**config.mk**
```make
export PLATFORM = sky130hd
export DESIGN_NAME = jump_controller
export DESIGN_NICKNAME = d
export VERILOG_FILES = /design/src/logic/rv_isa_pkg.sv /design/src/logic/bp_pkg.sv /design/src/logic/bp_update_if.sv /design/src/logic/jump_controller.sv /design/src/logic/jalr_predictor.sv /design/src/logic/gshare_predictor.sv
export SDC_FILE = /design/constraint.sdc
export NUM_CORES = 2
export LEC_CHECK = 0
export BUFFER_PORTS_ARGS = -buffer_cell sky130_fd_sc_hd__buf_4
export CORE_ASPECT_RATIO = 1.2
export CORE_MARGIN = 3
export CORE_UTILIZATION = 35
export CTS_CLUSTER_DIAMETER = 120
export DETAILED_ROUTE_END_ITERATION = 8
export PLACE_DENSITY_LB_ADDON = 0.05
export SLEW_MARGIN = 20
export SYNTH_ARGS = -nofsm -noshare
export SYNTH_HDL_FRONTEND = slang
export SYNTH_SLANG_ARGS = --single-unit
export TNS_END_PERCENT = 30
```
**constraint.sdc**
```tcl
create_clock -name clk -period 12.6 [get_ports clk]
set_input_delay 2.52 -clock clk [delete_from_list [all_inputs] [get_ports clk]]
set_output_delay 2.52 -clock clk [all_outputs]
set_load 0.01 [all_outputs]
```
**src/logic/rv_isa_pkg.sv**
```systemverilog
package rv_isa_pkg;

	// Control transfer opcodes
	localparam logic [6:0] OPC_JAL    = 7'b1101111;
	localparam logic [6:0] OPC_JALR   = 7'b1100111;
	localparam logic [6:0] OPC_BRANCH = 7'b1100011;

	// Registers that matter for call/return hints
	localparam logic [4:0] REG_ZERO = 5'd0;
	localparam logic [4:0] REG_RA   = 5'd1;
	localparam logic [4:0] REG_T0   = 5'd5;   // Alternate link register

	//////////////////////////////
	// Instruction views
	//////////////////////////////

	typedef struct packed {
		logic [11:0] imm;
		logic [4:0]  rs1;
		logic [2:0]  funct3;
		logic [4:0]  rd;
		logic [6:0]  opcode;
	} rv_i_fmt_t;

	typedef struct packed {
		logic [19:0] imm;      // Scrambled J immediate
		logic [4:0]  rd;
		logic [6:0]  opcode;
	} rv_j_fmt_t;

	// rd and opcode line up in both views
	typedef union packed {
		rv_i_fmt_t i_fmt;
		rv_j_fmt_t j_fmt;
	} rv_instr_u;

endpackage

```
**src/logic/bp_pkg.sv**
```systemverilog
package bp_pkg;

	//////////////////////////////
	// Datapath
	//////////////////////////////

	localparam int unsigned XLEN        = 32;
	localparam int unsigned FETCH_WIDTH = 2;   // Slots per fetch group

	//////////////////////////////
	// Gshare
	//////////////////////////////

	localparam int unsigned BHT_ENTRIES = 32;
	localparam int unsigned BHT_IDX_W   = 5;
	localparam int unsigned GHR_W       = BHT_IDX_W;
	// Snapshot is {ghr, prediction}
	localparam int unsigned HIST_W      = GHR_W + 1;

	//////////////////////////////
	// Indirect jumps
	//////////////////////////////

	localparam int unsigned JTC_ENTRIES = 32;
	localparam int unsigned JTC_IDX_W   = 5;
	localparam int unsigned JTC_TAG_W   = XLEN - JTC_IDX_W - 2;   // PC above index bits
	localparam int unsigned RAS_DEPTH   = 8;
	localparam int unsigned RAS_PTR_W   = 3;

endpackage
```
**src/logic/bp_update_if.sv**
```systemverilog
`timescale 1ns/1ps

interface bp_update_if
	import bp_pkg::*;
();

	logic              valid;
	logic              jalr;         // Selects which predictor trains
	logic [XLEN-1:0]   pc;
	logic              mispredict;
	logic [HIST_W-1:0] history;      // Snapshot taken at prediction time
	logic [XLEN-1:0]   correct_pc;

	modport src (
		output valid, jalr, pc, mispredict, history, correct_pc
	);

	modport dst (
		input valid, jalr, pc, mispredict, history, correct_pc
	);

endinterface

```
**src/logic/jump_controller.sv**
```systemverilog
`timescale 1ns/1ps

module jump_controller
	import bp_pkg::*;
	import rv_isa_pkg::*;
(
	input  logic                 clk,
	input  logic                 rst_n_i,
	input  logic                 group_valid_i,
	input  logic [XLEN-1:0]      pc_0_i,
	input  logic [XLEN-1:0]      pc_1_i,
	input  logic [XLEN-1:0]      instr_0_i,
	input  logic [XLEN-1:0]      instr_1_i,
	// Resolve channel from the back end
	input  logic                 upd_valid_i,
	input  logic                 upd_jalr_i,
	input  logic [XLEN-1:0]      upd_pc_i,
	input  logic                 upd_mispredict_i,
	input  logic [HIST_W-1:0]    upd_history_i,
	input  logic [XLEN-1:0]      upd_correct_pc_i,
	input  logic                 ras_restore_en_i,
	input  logic [RAS_PTR_W-1:0] ras_restore_tos_i,
	output logic                 jump_0_o,
	output logic                 jump_1_o,
	output logic                 jalr_0_o,
	output logic                 jalr_1_o,
	output logic [HIST_W-1:0]    history_0_o,
	output logic [HIST_W-1:0]    history_1_o,
	output logic                 jalr_pred_valid_o,
	output logic [XLEN-1:0]      jalr_target_o,
	output logic [RAS_PTR_W-1:0] ras_tos_o
);

	rv_instr_u              instr [FETCH_WIDTH];
	logic [XLEN-1:0]        pc [FETCH_WIDTH];
	logic [XLEN-1:0]        link_addr [FETCH_WIDTH];
	logic [FETCH_WIDTH-1:0] is_jal;
	logic [FETCH_WIDTH-1:0] is_jalr;
	logic [FETCH_WIDTH-1:0] is_branch;
	logic [FETCH_WIDTH-1:0] is_call;
	logic [FETCH_WIDTH-1:0] is_return;
	logic [FETCH_WIDTH-1:0] taken;
	logic [FETCH_WIDTH-1:0] jump;
	logic [FETCH_WIDTH-1:0] live;

	function automatic logic is_link(input logic [4:0] r);
		return (r == REG_RA) || (r == REG_T0);
	endfunction

	assign instr[0] = instr_0_i;
	assign instr[1] = instr_1_i;
	assign pc[0]    = pc_0_i;
	assign pc[1]    = pc_1_i;

	//////////////////////////////
	// Slot decode
	//////////////////////////////

	for (genvar k = 0; k < FETCH_WIDTH; k++) begin : g_slot
		assign is_jal[k]    = instr[k].j_fmt.opcode == OPC_JAL;
		assign is_jalr[k]   = instr[k].i_fmt.opcode == OPC_JALR;
		assign is_branch[k] = instr[k].i_fmt.opcode == OPC_BRANCH;
		assign is_call[k]   = (is_jal[k] | is_jalr[k]) & is_link(instr[k].j_fmt.rd);
		assign is_return[k] = is_jalr[k] & is_link(instr[k].i_fmt.rs1)
			& (instr[k].i_fmt.rd == REG_ZERO);
		assign jump[k]      = is_jal[k] | (is_branch[k] & taken[k]);
		assign link_addr[k] = pc[k] + XLEN'(4);
	end

	// Anything that redirects kills the slots behind it
	assign live[0] = group_valid_i;
	assign live[1] = live[0] & ~jump[0] & ~is_jalr[0];

	assign jump_0_o = jump[0];
	assign jump_1_o = jump[1];
	assign jalr_0_o = is_jalr[0];
	assign jalr_1_o = is_jalr[1];

	//////////////////////////////
	// Predictors
	//////////////////////////////

	bp_update_if upd_bus ();

	assign upd_bus.valid      = upd_valid_i;
	assign upd_bus.jalr       = upd_jalr_i;
	assign upd_bus.pc         = upd_pc_i;
	assign upd_bus.mispredict = upd_mispredict_i;
	assign upd_bus.history    = upd_history_i;
	assign upd_bus.correct_pc = upd_correct_pc_i;

	gshare_predictor gshare_inst (
		.clk           (clk),
		.rst_n_i       (rst_n_i),
		.is_branch_0_i (is_branch[0]),
		.is_branch_1_i (is_branch[1]),
		.live_0_i      (live[0]),
		.live_1_i      (live[1]),
		.pc_0_i        (pc_0_i),
		.pc_1_i        (pc_1_i),
		.upd           (upd_bus),
		.taken_0_o     (taken[0]),
		.taken_1_o     (taken[1]),
		.history_0_o   (history_0_o),
		.history_1_o   (history_1_o)
	);

	jalr_predictor jalr_inst (
		.clk               (clk),
		.rst_n_i           (rst_n_i),
		.is_jalr_0_i       (is_jalr[0]),
		.is_jalr_1_i       (is_jalr[1]),
		.is_call_0_i       (is_call[0]),
		.is_call_1_i       (is_call[1]),
		.is_return_0_i     (is_return[0]),
		.is_return_1_i     (is_return[1]),
		.live_0_i          (live[0]),
		.live_1_i          (live[1]),
		.link_addr_0_i     (link_addr[0]),
		.link_addr_1_i     (link_addr[1]),
		.pc_0_i            (pc_0_i),
		.pc_1_i            (pc_1_i),
		.upd               (upd_bus),
		.ras_restore_en_i  (ras_restore_en_i),
		.ras_restore_tos_i (ras_restore_tos_i),
		.pred_valid_o      (jalr_pred_valid_o),
		.target_o          (jalr_target_o),
		.ras_tos_o         (ras_tos_o)
	);

endmodule

```
**src/logic/jalr_predictor.sv**
```systemverilog
`timescale 1ns/1ps

module jalr_predictor
	import bp_pkg::*;
(
	input  logic                 clk,
	input  logic                 rst_n_i,
	input  logic                 is_jalr_0_i,
	input  logic                 is_jalr_1_i,
	input  logic                 is_call_0_i,
	input  logic                 is_call_1_i,
	input  logic                 is_return_0_i,
	input  logic                 is_return_1_i,
	input  logic                 live_0_i,
	input  logic                 live_1_i,
	input  logic [XLEN-1:0]      link_addr_0_i,
	input  logic [XLEN-1:0]      link_addr_1_i,
	input  logic [XLEN-1:0]      pc_0_i,
	input  logic [XLEN-1:0]      pc_1_i,
	bp_update_if.dst             upd,
	input  logic                 ras_restore_en_i,
	input  logic [RAS_PTR_W-1:0] ras_restore_tos_i,
	output logic                 pred_valid_o,
	output logic [XLEN-1:0]      target_o,
	output logic [RAS_PTR_W-1:0] ras_tos_o
);

	logic                 jtc_valid_q [JTC_ENTRIES];
	logic [JTC_TAG_W-1:0] jtc_tag_q [JTC_ENTRIES];
	logic [XLEN-1:0]      jtc_target_q [JTC_ENTRIES];
	logic [XLEN-1:0]      ras_q [RAS_DEPTH];
	logic [RAS_PTR_W-1:0] ras_ptr_q;
	logic [RAS_PTR_W-1:0] ras_top;       // Last pushed entry
	logic                 sel_jalr;
	logic                 sel_return;
	logic [XLEN-1:0]      sel_pc;
	logic [JTC_IDX_W-1:0] lkp_idx;
	logic                 lkp_hit;
	logic                 do_push;
	logic                 do_pop;
	logic [XLEN-1:0]      push_addr;
	logic                 jtc_wr;
	logic [JTC_IDX_W-1:0] wr_idx;

	//////////////////////////////
	// Lookup
	//////////////////////////////

	// First live JALR in the group
	always_comb begin
		sel_jalr   = 1'b0;
		sel_return = 1'b0;
		sel_pc     = pc_0_i;
		if (live_0_i && is_jalr_0_i) begin
			sel_jalr   = 1'b1;
			sel_return = is_return_0_i;
		end else if (live_1_i && is_jalr_1_i) begin
			sel_jalr   = 1'b1;
			sel_return = is_return_1_i;
			sel_pc     = pc_1_i;
		end
	end

	assign lkp_idx = sel_pc[JTC_IDX_W+1:2];
	assign lkp_hit = jtc_valid_q[lkp_idx]
		&& (jtc_tag_q[lkp_idx] == sel_pc[XLEN-1:JTC_IDX_W+2]);
	assign ras_top = ras_ptr_q - RAS_PTR_W'(1);

	always_comb begin
		pred_valid_o = 1'b0;
		target_o     = '0;
		if (sel_jalr && sel_return) begin
			pred_valid_o = 1'b1;
			target_o     = ras_q[ras_top];
		end else if (sel_jalr && lkp_hit) begin
			pred_valid_o = 1'b1;
			target_o     = jtc_target_q[lkp_idx];
		end
	end

	//////////////////////////////
	// Return address stack
	//////////////////////////////

	// Any call or return ends the group, so one slot acts at most
	always_comb begin
		do_push   = 1'b0;
		do_pop    = 1'b0;
		push_addr = link_addr_0_i;
		if (live_0_i && (is_call_0_i || is_return_0_i)) begin
			do_push = is_call_0_i;
			do_pop  = is_return_0_i;
		end else if (live_1_i && (is_call_1_i || is_return_1_i)) begin
			do_push   = is_call_1_i;
			do_pop    = is_return_1_i;
			push_addr = link_addr_1_i;
		end
	end

	always_ff @(posedge clk or negedge rst_n_i) begin
		if (!rst_n_i) begin
			ras_ptr_q <= '0;
			for (int i = 0; i < RAS_DEPTH; i++) begin
				ras_q[i] <= '0;
			end
		end else if (ras_restore_en_i) begin
			ras_ptr_q <= ras_restore_tos_i;         // Checkpoint restore
		end else if (do_pop && do_push) begin
			ras_q[ras_top] <= push_addr;            // Pop then push, pointer stays
		end else if (do_push) begin
			ras_q[ras_ptr_q] <= push_addr;
			ras_ptr_q        <= ras_ptr_q + RAS_PTR_W'(1);
		end else if (do_pop) begin
			ras_ptr_q <= ras_top;
		end
	end

	assign ras_tos_o = ras_ptr_q;

	//////////////////////////////
	// Target cache training
	//////////////////////////////

	assign jtc_wr = upd.valid & upd.jalr & upd.mispredict;
	assign wr_idx = upd.pc[JTC_IDX_W+1:2];

	always_ff @(posedge clk or negedge rst_n_i) begin
		if (!rst_n_i) begin
			for (int i = 0; i < JTC_ENTRIES; i++) begin
				jtc_valid_q[i] <= 1'b0;
			end
		end else if (jtc_wr) begin
			jtc_valid_q[wr_idx] <= 1'b1;
		end
	end

	always_ff @(posedge clk) begin
		if (jtc_wr) begin
			jtc_tag_q[wr_idx]    <= upd.pc[XLEN-1:JTC_IDX_W+2];
			jtc_target_q[wr_idx] <= upd.correct_pc;
		end
	end

endmodule

```
**src/logic/gshare_predictor.sv**
```systemverilog
`timescale 1ns/1ps

module gshare_predictor
	import bp_pkg::*;
(
	input  logic              clk,
	input  logic              rst_n_i,
	input  logic              is_branch_0_i,
	input  logic              is_branch_1_i,
	input  logic              live_0_i,
	input  logic              live_1_i,
	input  logic [XLEN-1:0]   pc_0_i,
	input  logic [XLEN-1:0]   pc_1_i,
	bp_update_if.dst          upd,
	output logic              taken_0_o,
	output logic              taken_1_o,
	output logic [HIST_W-1:0] history_0_o,
	output logic [HIST_W-1:0] history_1_o
);

	logic [1:0]           bht_q [BHT_ENTRIES];
	logic [GHR_W-1:0]     ghr_q;
	logic [GHR_W-1:0]     ghr_1;          // Seen by slot 1
	logic [GHR_W-1:0]     ghr_spec;       // After the whole group
	logic [BHT_IDX_W-1:0] idx_0;
	logic [BHT_IDX_W-1:0] idx_1;
	logic                 upd_en;
	logic                 upd_actual;
	logic [GHR_W-1:0]     upd_ghr;
	logic [BHT_IDX_W-1:0] upd_idx;
	logic [1:0]           upd_cnt;
	logic [1:0]           upd_cnt_next;

	//////////////////////////////
	// Lookup
	//////////////////////////////

	assign idx_0       = pc_0_i[BHT_IDX_W+1:2] ^ ghr_q;
	assign taken_0_o   = bht_q[idx_0][1];
	assign history_0_o = {ghr_q, taken_0_o};

	// Slot 0's guess is already in the history slot 1 indexes with
	assign ghr_1 = (live_0_i && is_branch_0_i) ? {ghr_q[GHR_W-2:0], taken_0_o} : ghr_q;

	assign idx_1       = pc_1_i[BHT_IDX_W+1:2] ^ ghr_1;
	assign taken_1_o   = bht_q[idx_1][1];
	assign history_1_o = {ghr_1, taken_1_o};

	assign ghr_spec = (live_1_i && is_branch_1_i) ? {ghr_1[GHR_W-2:0], taken_1_o} : ghr_1;

	//////////////////////////////
	// Training
	//////////////////////////////

	assign upd_en     = upd.valid & ~upd.jalr;
	assign upd_ghr    = upd.history[HIST_W-1:1];
	assign upd_actual = upd.history[0] ^ upd.mispredict;   // Flip the guess on a miss
	assign upd_idx    = upd.pc[BHT_IDX_W+1:2] ^ upd_ghr;
	assign upd_cnt    = bht_q[upd_idx];

	// Saturating 2-bit counter
	always_comb begin
		upd_cnt_next = upd_cnt;
		if (upd_actual && (upd_cnt != 2'b11)) begin
			upd_cnt_next = upd_cnt + 2'd1;
		end else if (!upd_actual && (upd_cnt != 2'b00)) begin
			upd_cnt_next = upd_cnt - 2'd1;
		end
	end

	always_ff @(posedge clk or negedge rst_n_i) begin
		if (!rst_n_i) begin
			ghr_q <= '0;
			for (int i = 0; i < BHT_ENTRIES; i++) begin
				bht_q[i] <= 2'b01;     // Weakly not taken
			end
		end else begin
			if (upd_en) begin
				bht_q[upd_idx] <= upd_cnt_next;
			end
			// Repair beats the speculative shift
			if (upd_en && upd.mispredict) begin
				ghr_q <= {upd_ghr[GHR_W-2:0], upd_actual};
			end else begin
				ghr_q <= ghr_spec;
			end
		end
	end

endmodule

```
==> results.yml <==
sta:
  max_freq_mhz: 83.6
  tightest_slew_ns: 1.15
  tns_ns: 0
  fin_crit_sh_pct: 95.0
  drv_slew: 0
  slew_headroom_pct: 23.4
  setup_viol: 0
  fin_crit_ns: 11.97
  skew_ns: 0.0339
  rsz0062_at_grt: "no"
  hold_violations: 0
  setup_slack_ns: 0.632
yosys:
  yosys-top-cells-count: "edfxtp_1, nand2_1, dfrtp_1"
  yosys.area_share.adder_pct: 0.0839
  synth-async-reset-ratio_pct: 16.5
  netlist_instances: 5799
  yosysTopAreaCell: "edfxtp_1"
  synth_compound_area_share_pct: 6.57
  ys_types: 89
  synth_xor_area_share_pct: 1.01
  synth_mux_area_share_pct: 10.8
  ys_top_cells_by_area: "edfxtp_1, dfrtp_1, mux4_2, nand2_1, mux2i_1"
  netlist.area_leader.share_pct: 61.2
  synth_flop_cell: "edfxtp_1"
  syn-cell-area_um2: 89500
  ys_warn_count: 0
  ys_ff_latch: 2184
  synth_edf_count: 1824
  synth_top_family_by_area: "multiplexers"
  synth_most_common_cell: "edfxtp_1"
  synth-simple-area-share_pct: 8.27
  syn-mean-instance-area_um2: 15.4
  syn-num-nets: 6013
  synth_seq_area_share_pct: 71.3
finish:
  area_delta_synth_final_pct: 15.1
  design_area_um2: 103000
  nets: 6320
  nFillCells: 23383
  drive_gt1_share_pct: 20.1
routing:
  first_pass_iters: 5
  drcViolationCount: 0
  ant_nets: 0
  vias: 53365
  routed_wl_um: 306000
  wire_per_inst_um: 31.6
  drt_iter0_markers: 4571
  viasPerCell: 5.52
run_status:
  status: "completed"
grt:
  antenna_found_initial: 22
  overflow: 0
  grt_max_degree: 150
  grt_pass1_vias: 53912
  grt_first_pass_wirelength_um: 428000
  gr-usage-all-layers_pct: 23.0
power_and_ir_drop:
  pwr_density_cell_nw_per_um2: 157
  leakage_nw: 35.8
  ir_drop_uv: 131
cts:
  root_buffer: "clkbuf_16"
  htree_num_levels: 4
  cts.sinks: 2184
  clk_latency_ns: 0.88
  cts-resized-gates: 0
  cts_buffers: 237
  hold_buffers: 0
  cts_tree: "yes"
  clkSlewWorstSetupHoldPaths_ns: 0.06
  cts_setup_buffers: 0
  cts_buffer_depth: 4
critical_path:
  ff2ff_path_depth: 14
  reg2reg_slack_ns: 6.65
  path_class: "in -> out"
  crit_top_cell: "buf_4"
  slowest_delay_ns: 0.73
  critPathCaptureType: "primary output"
  path_cells: "buf_4 > xnor2_2 > buf_4 > and2b_1 > a2111oi_0 > nor4_2 > o31ai_2 > buf_4 > nand2_2 > buf_4 > o21ai_1 > buf_4 > nand2_1 > o22ai_1 > a2111oi_0 > a22oi_1 > xor2_1 > nand4_1 > nor4_4 > buf_12 > a41o_1 > buf_4"
  path_max_fanout: 33
  critical_path_required_ns: 10.08
  r2r_start: "gshare_inst.ghr_q[0]$_DFF_PN0_"
  slowest_stage: "a22oi_1"
  startpoint_type: "input pin"
  arrival_ns: 9.45
  reg2reg_to: "jalr_inst.ras_q[78]$_DFFE_PN0P_"
min_path:
  holdPathStages: 1
  min_from: "jalr_inst.jtc_valid_q[1]$_DFFE_PN0P_"
  min_to: "jalr_inst.jtc_valid_q[1]$_DFFE_PN0P_"
  hold_path_class: "reg -> reg"
die:
  row_count: 202
  io_pins: 260
  fp.dieW_um: 468
  start_util_pct: 35.3
  die-height_um: 560
  core_um2: 253000
  dieArea_um2: 262000
placed_design:
  dpl-instance-area_um2: 95800
  hpwlAfterDp_um: 171000
  port_buffers: 225
  place.gp.congestion: 0.808
  post-place-ws_ns: 0.777
flow_run:
  maxCapViolCount: 0
## metal layers
metal	share of wire (%)	vias to the layer above	global-route usage, %
met2	50	1372	38.9
met3	4.8	388	3.31
met5	0.023	-	0
li1	-	23072	-
met1	43	28523	31.3
met4	2.4	10	5.57
## worst max-delay path, delay by kind of cell
kind | cells | cell delay (ns)
AOI/OAI and AO/OA | 7 | 2.79
xor gates and xnor gates | 2 | 0.84
and+or+nand+nor | 6 | 1.44
buffers and inverters | 7 | 1.81
## flip-flops by register name (all words and copies together), names as in the netlist
name / cells
jalr_inst.jtc_valid_q: 32
gshare_inst.bht_q: 64
jalr_inst.ras_q: 256
gshare_inst.ghr_q: 5
jalr_inst.jtc_target_q: 1024
jalr_inst.ras_tos_o: 3
jalr_inst.jtc_tag_q: 800
## stage by stage
stage	total power [mW]	util [%]	hold WS (ns)	cells
CTS	16.4	40.6	0.466	9651
finish	16.1	40.7	0.464	9660
global route	16.7	40.7	0.476	9653
global placement	9.79	37.8	0.446	9232
detailed placement	9.80	37.8	0.447	9232
floorplan	9.11	-	0.434	5799
## final cells by class
class | instances | area [um^2] | area share (%)
Clock inverter | 101 | 721 | 0.700
Inverter | 17 | 63.8 | 0.0620
Timing Repair Buffer | 422 | 3420 | 3.32
Clock buffer | 318 | 6360 | 6.17
Antenna cell | 8 | 20.0 | 0.0194
Sequential cell | 2184 | 63800 | 62.0
Multi-Input combinational cell | 3244 | 24400 | 23.6
Tap cell | 3366 | 4210 | 4.09
## kinds of logic (layout without fill, tap and decap cells)
logic type                 after synthesis  after routing
other                                    0              8
AOI/OAI and AO/OA                      892            892
adders and majority gates                6              6
buffers and inverters                  371            858
and+or+nand+nor                       1691           1691
muxes                                  553            553
xor gates and xnor gates               102            102
DFF                                   2184           2184
## worst max-delay path by stage
| stage | slack, ns | end | start | depth (start not counted) |
|---|---|---|---|---|
| after floorplan | 3.14 | jalr_target_o[22] | pc_0_i[2] | 17 |
| after global placement | 0.76 | jalr_target_o[8] | pc_0_i[2] | 22 |
| after detailed placement | 0.78 | jalr_target_o[8] | pc_0_i[2] | 22 |
| after CTS | 0.76 | jalr_target_o[8] | pc_0_i[2] | 22 |
| after global routing | 0.22 | jalr_target_o[8] | pc_0_i[2] | 21 |
| final | 0.63 | jalr_target_o[5] | pc_0_i[2] | 22 |
## cell usage in the layout (no fill, tap or decap), types with 44 or more instances in the layout
master	count
a211oi_1	50
buf_4	402
nor2_1	117
mux4_2	307
mux2_2	76
a31oi_1	75
clkbuf_16	239
mux2i_1	156
clkbuf_1	71
edfxtp_1	1824
nand2_1	985
o21ai_0	300
and3_1	68
nand3_1	312
dfrtp_1	328
clkinv_1	49
a21oi_1	98
a22oi_1	85
xor2_1	44
xnor2_1	54
## power breakdown
part | leakage [nW] | total [mW] | internal, mW | switching (mW)
logic | 11.1 | 1.61 | 0.609 | 1.00
registers | 21.3 | 8.01 | 7.95 | 0.0535
clock network | 3.44 | 6.52 | 3.65 | 2.86
No activity file was read; power rests on OpenSTA's default activity.
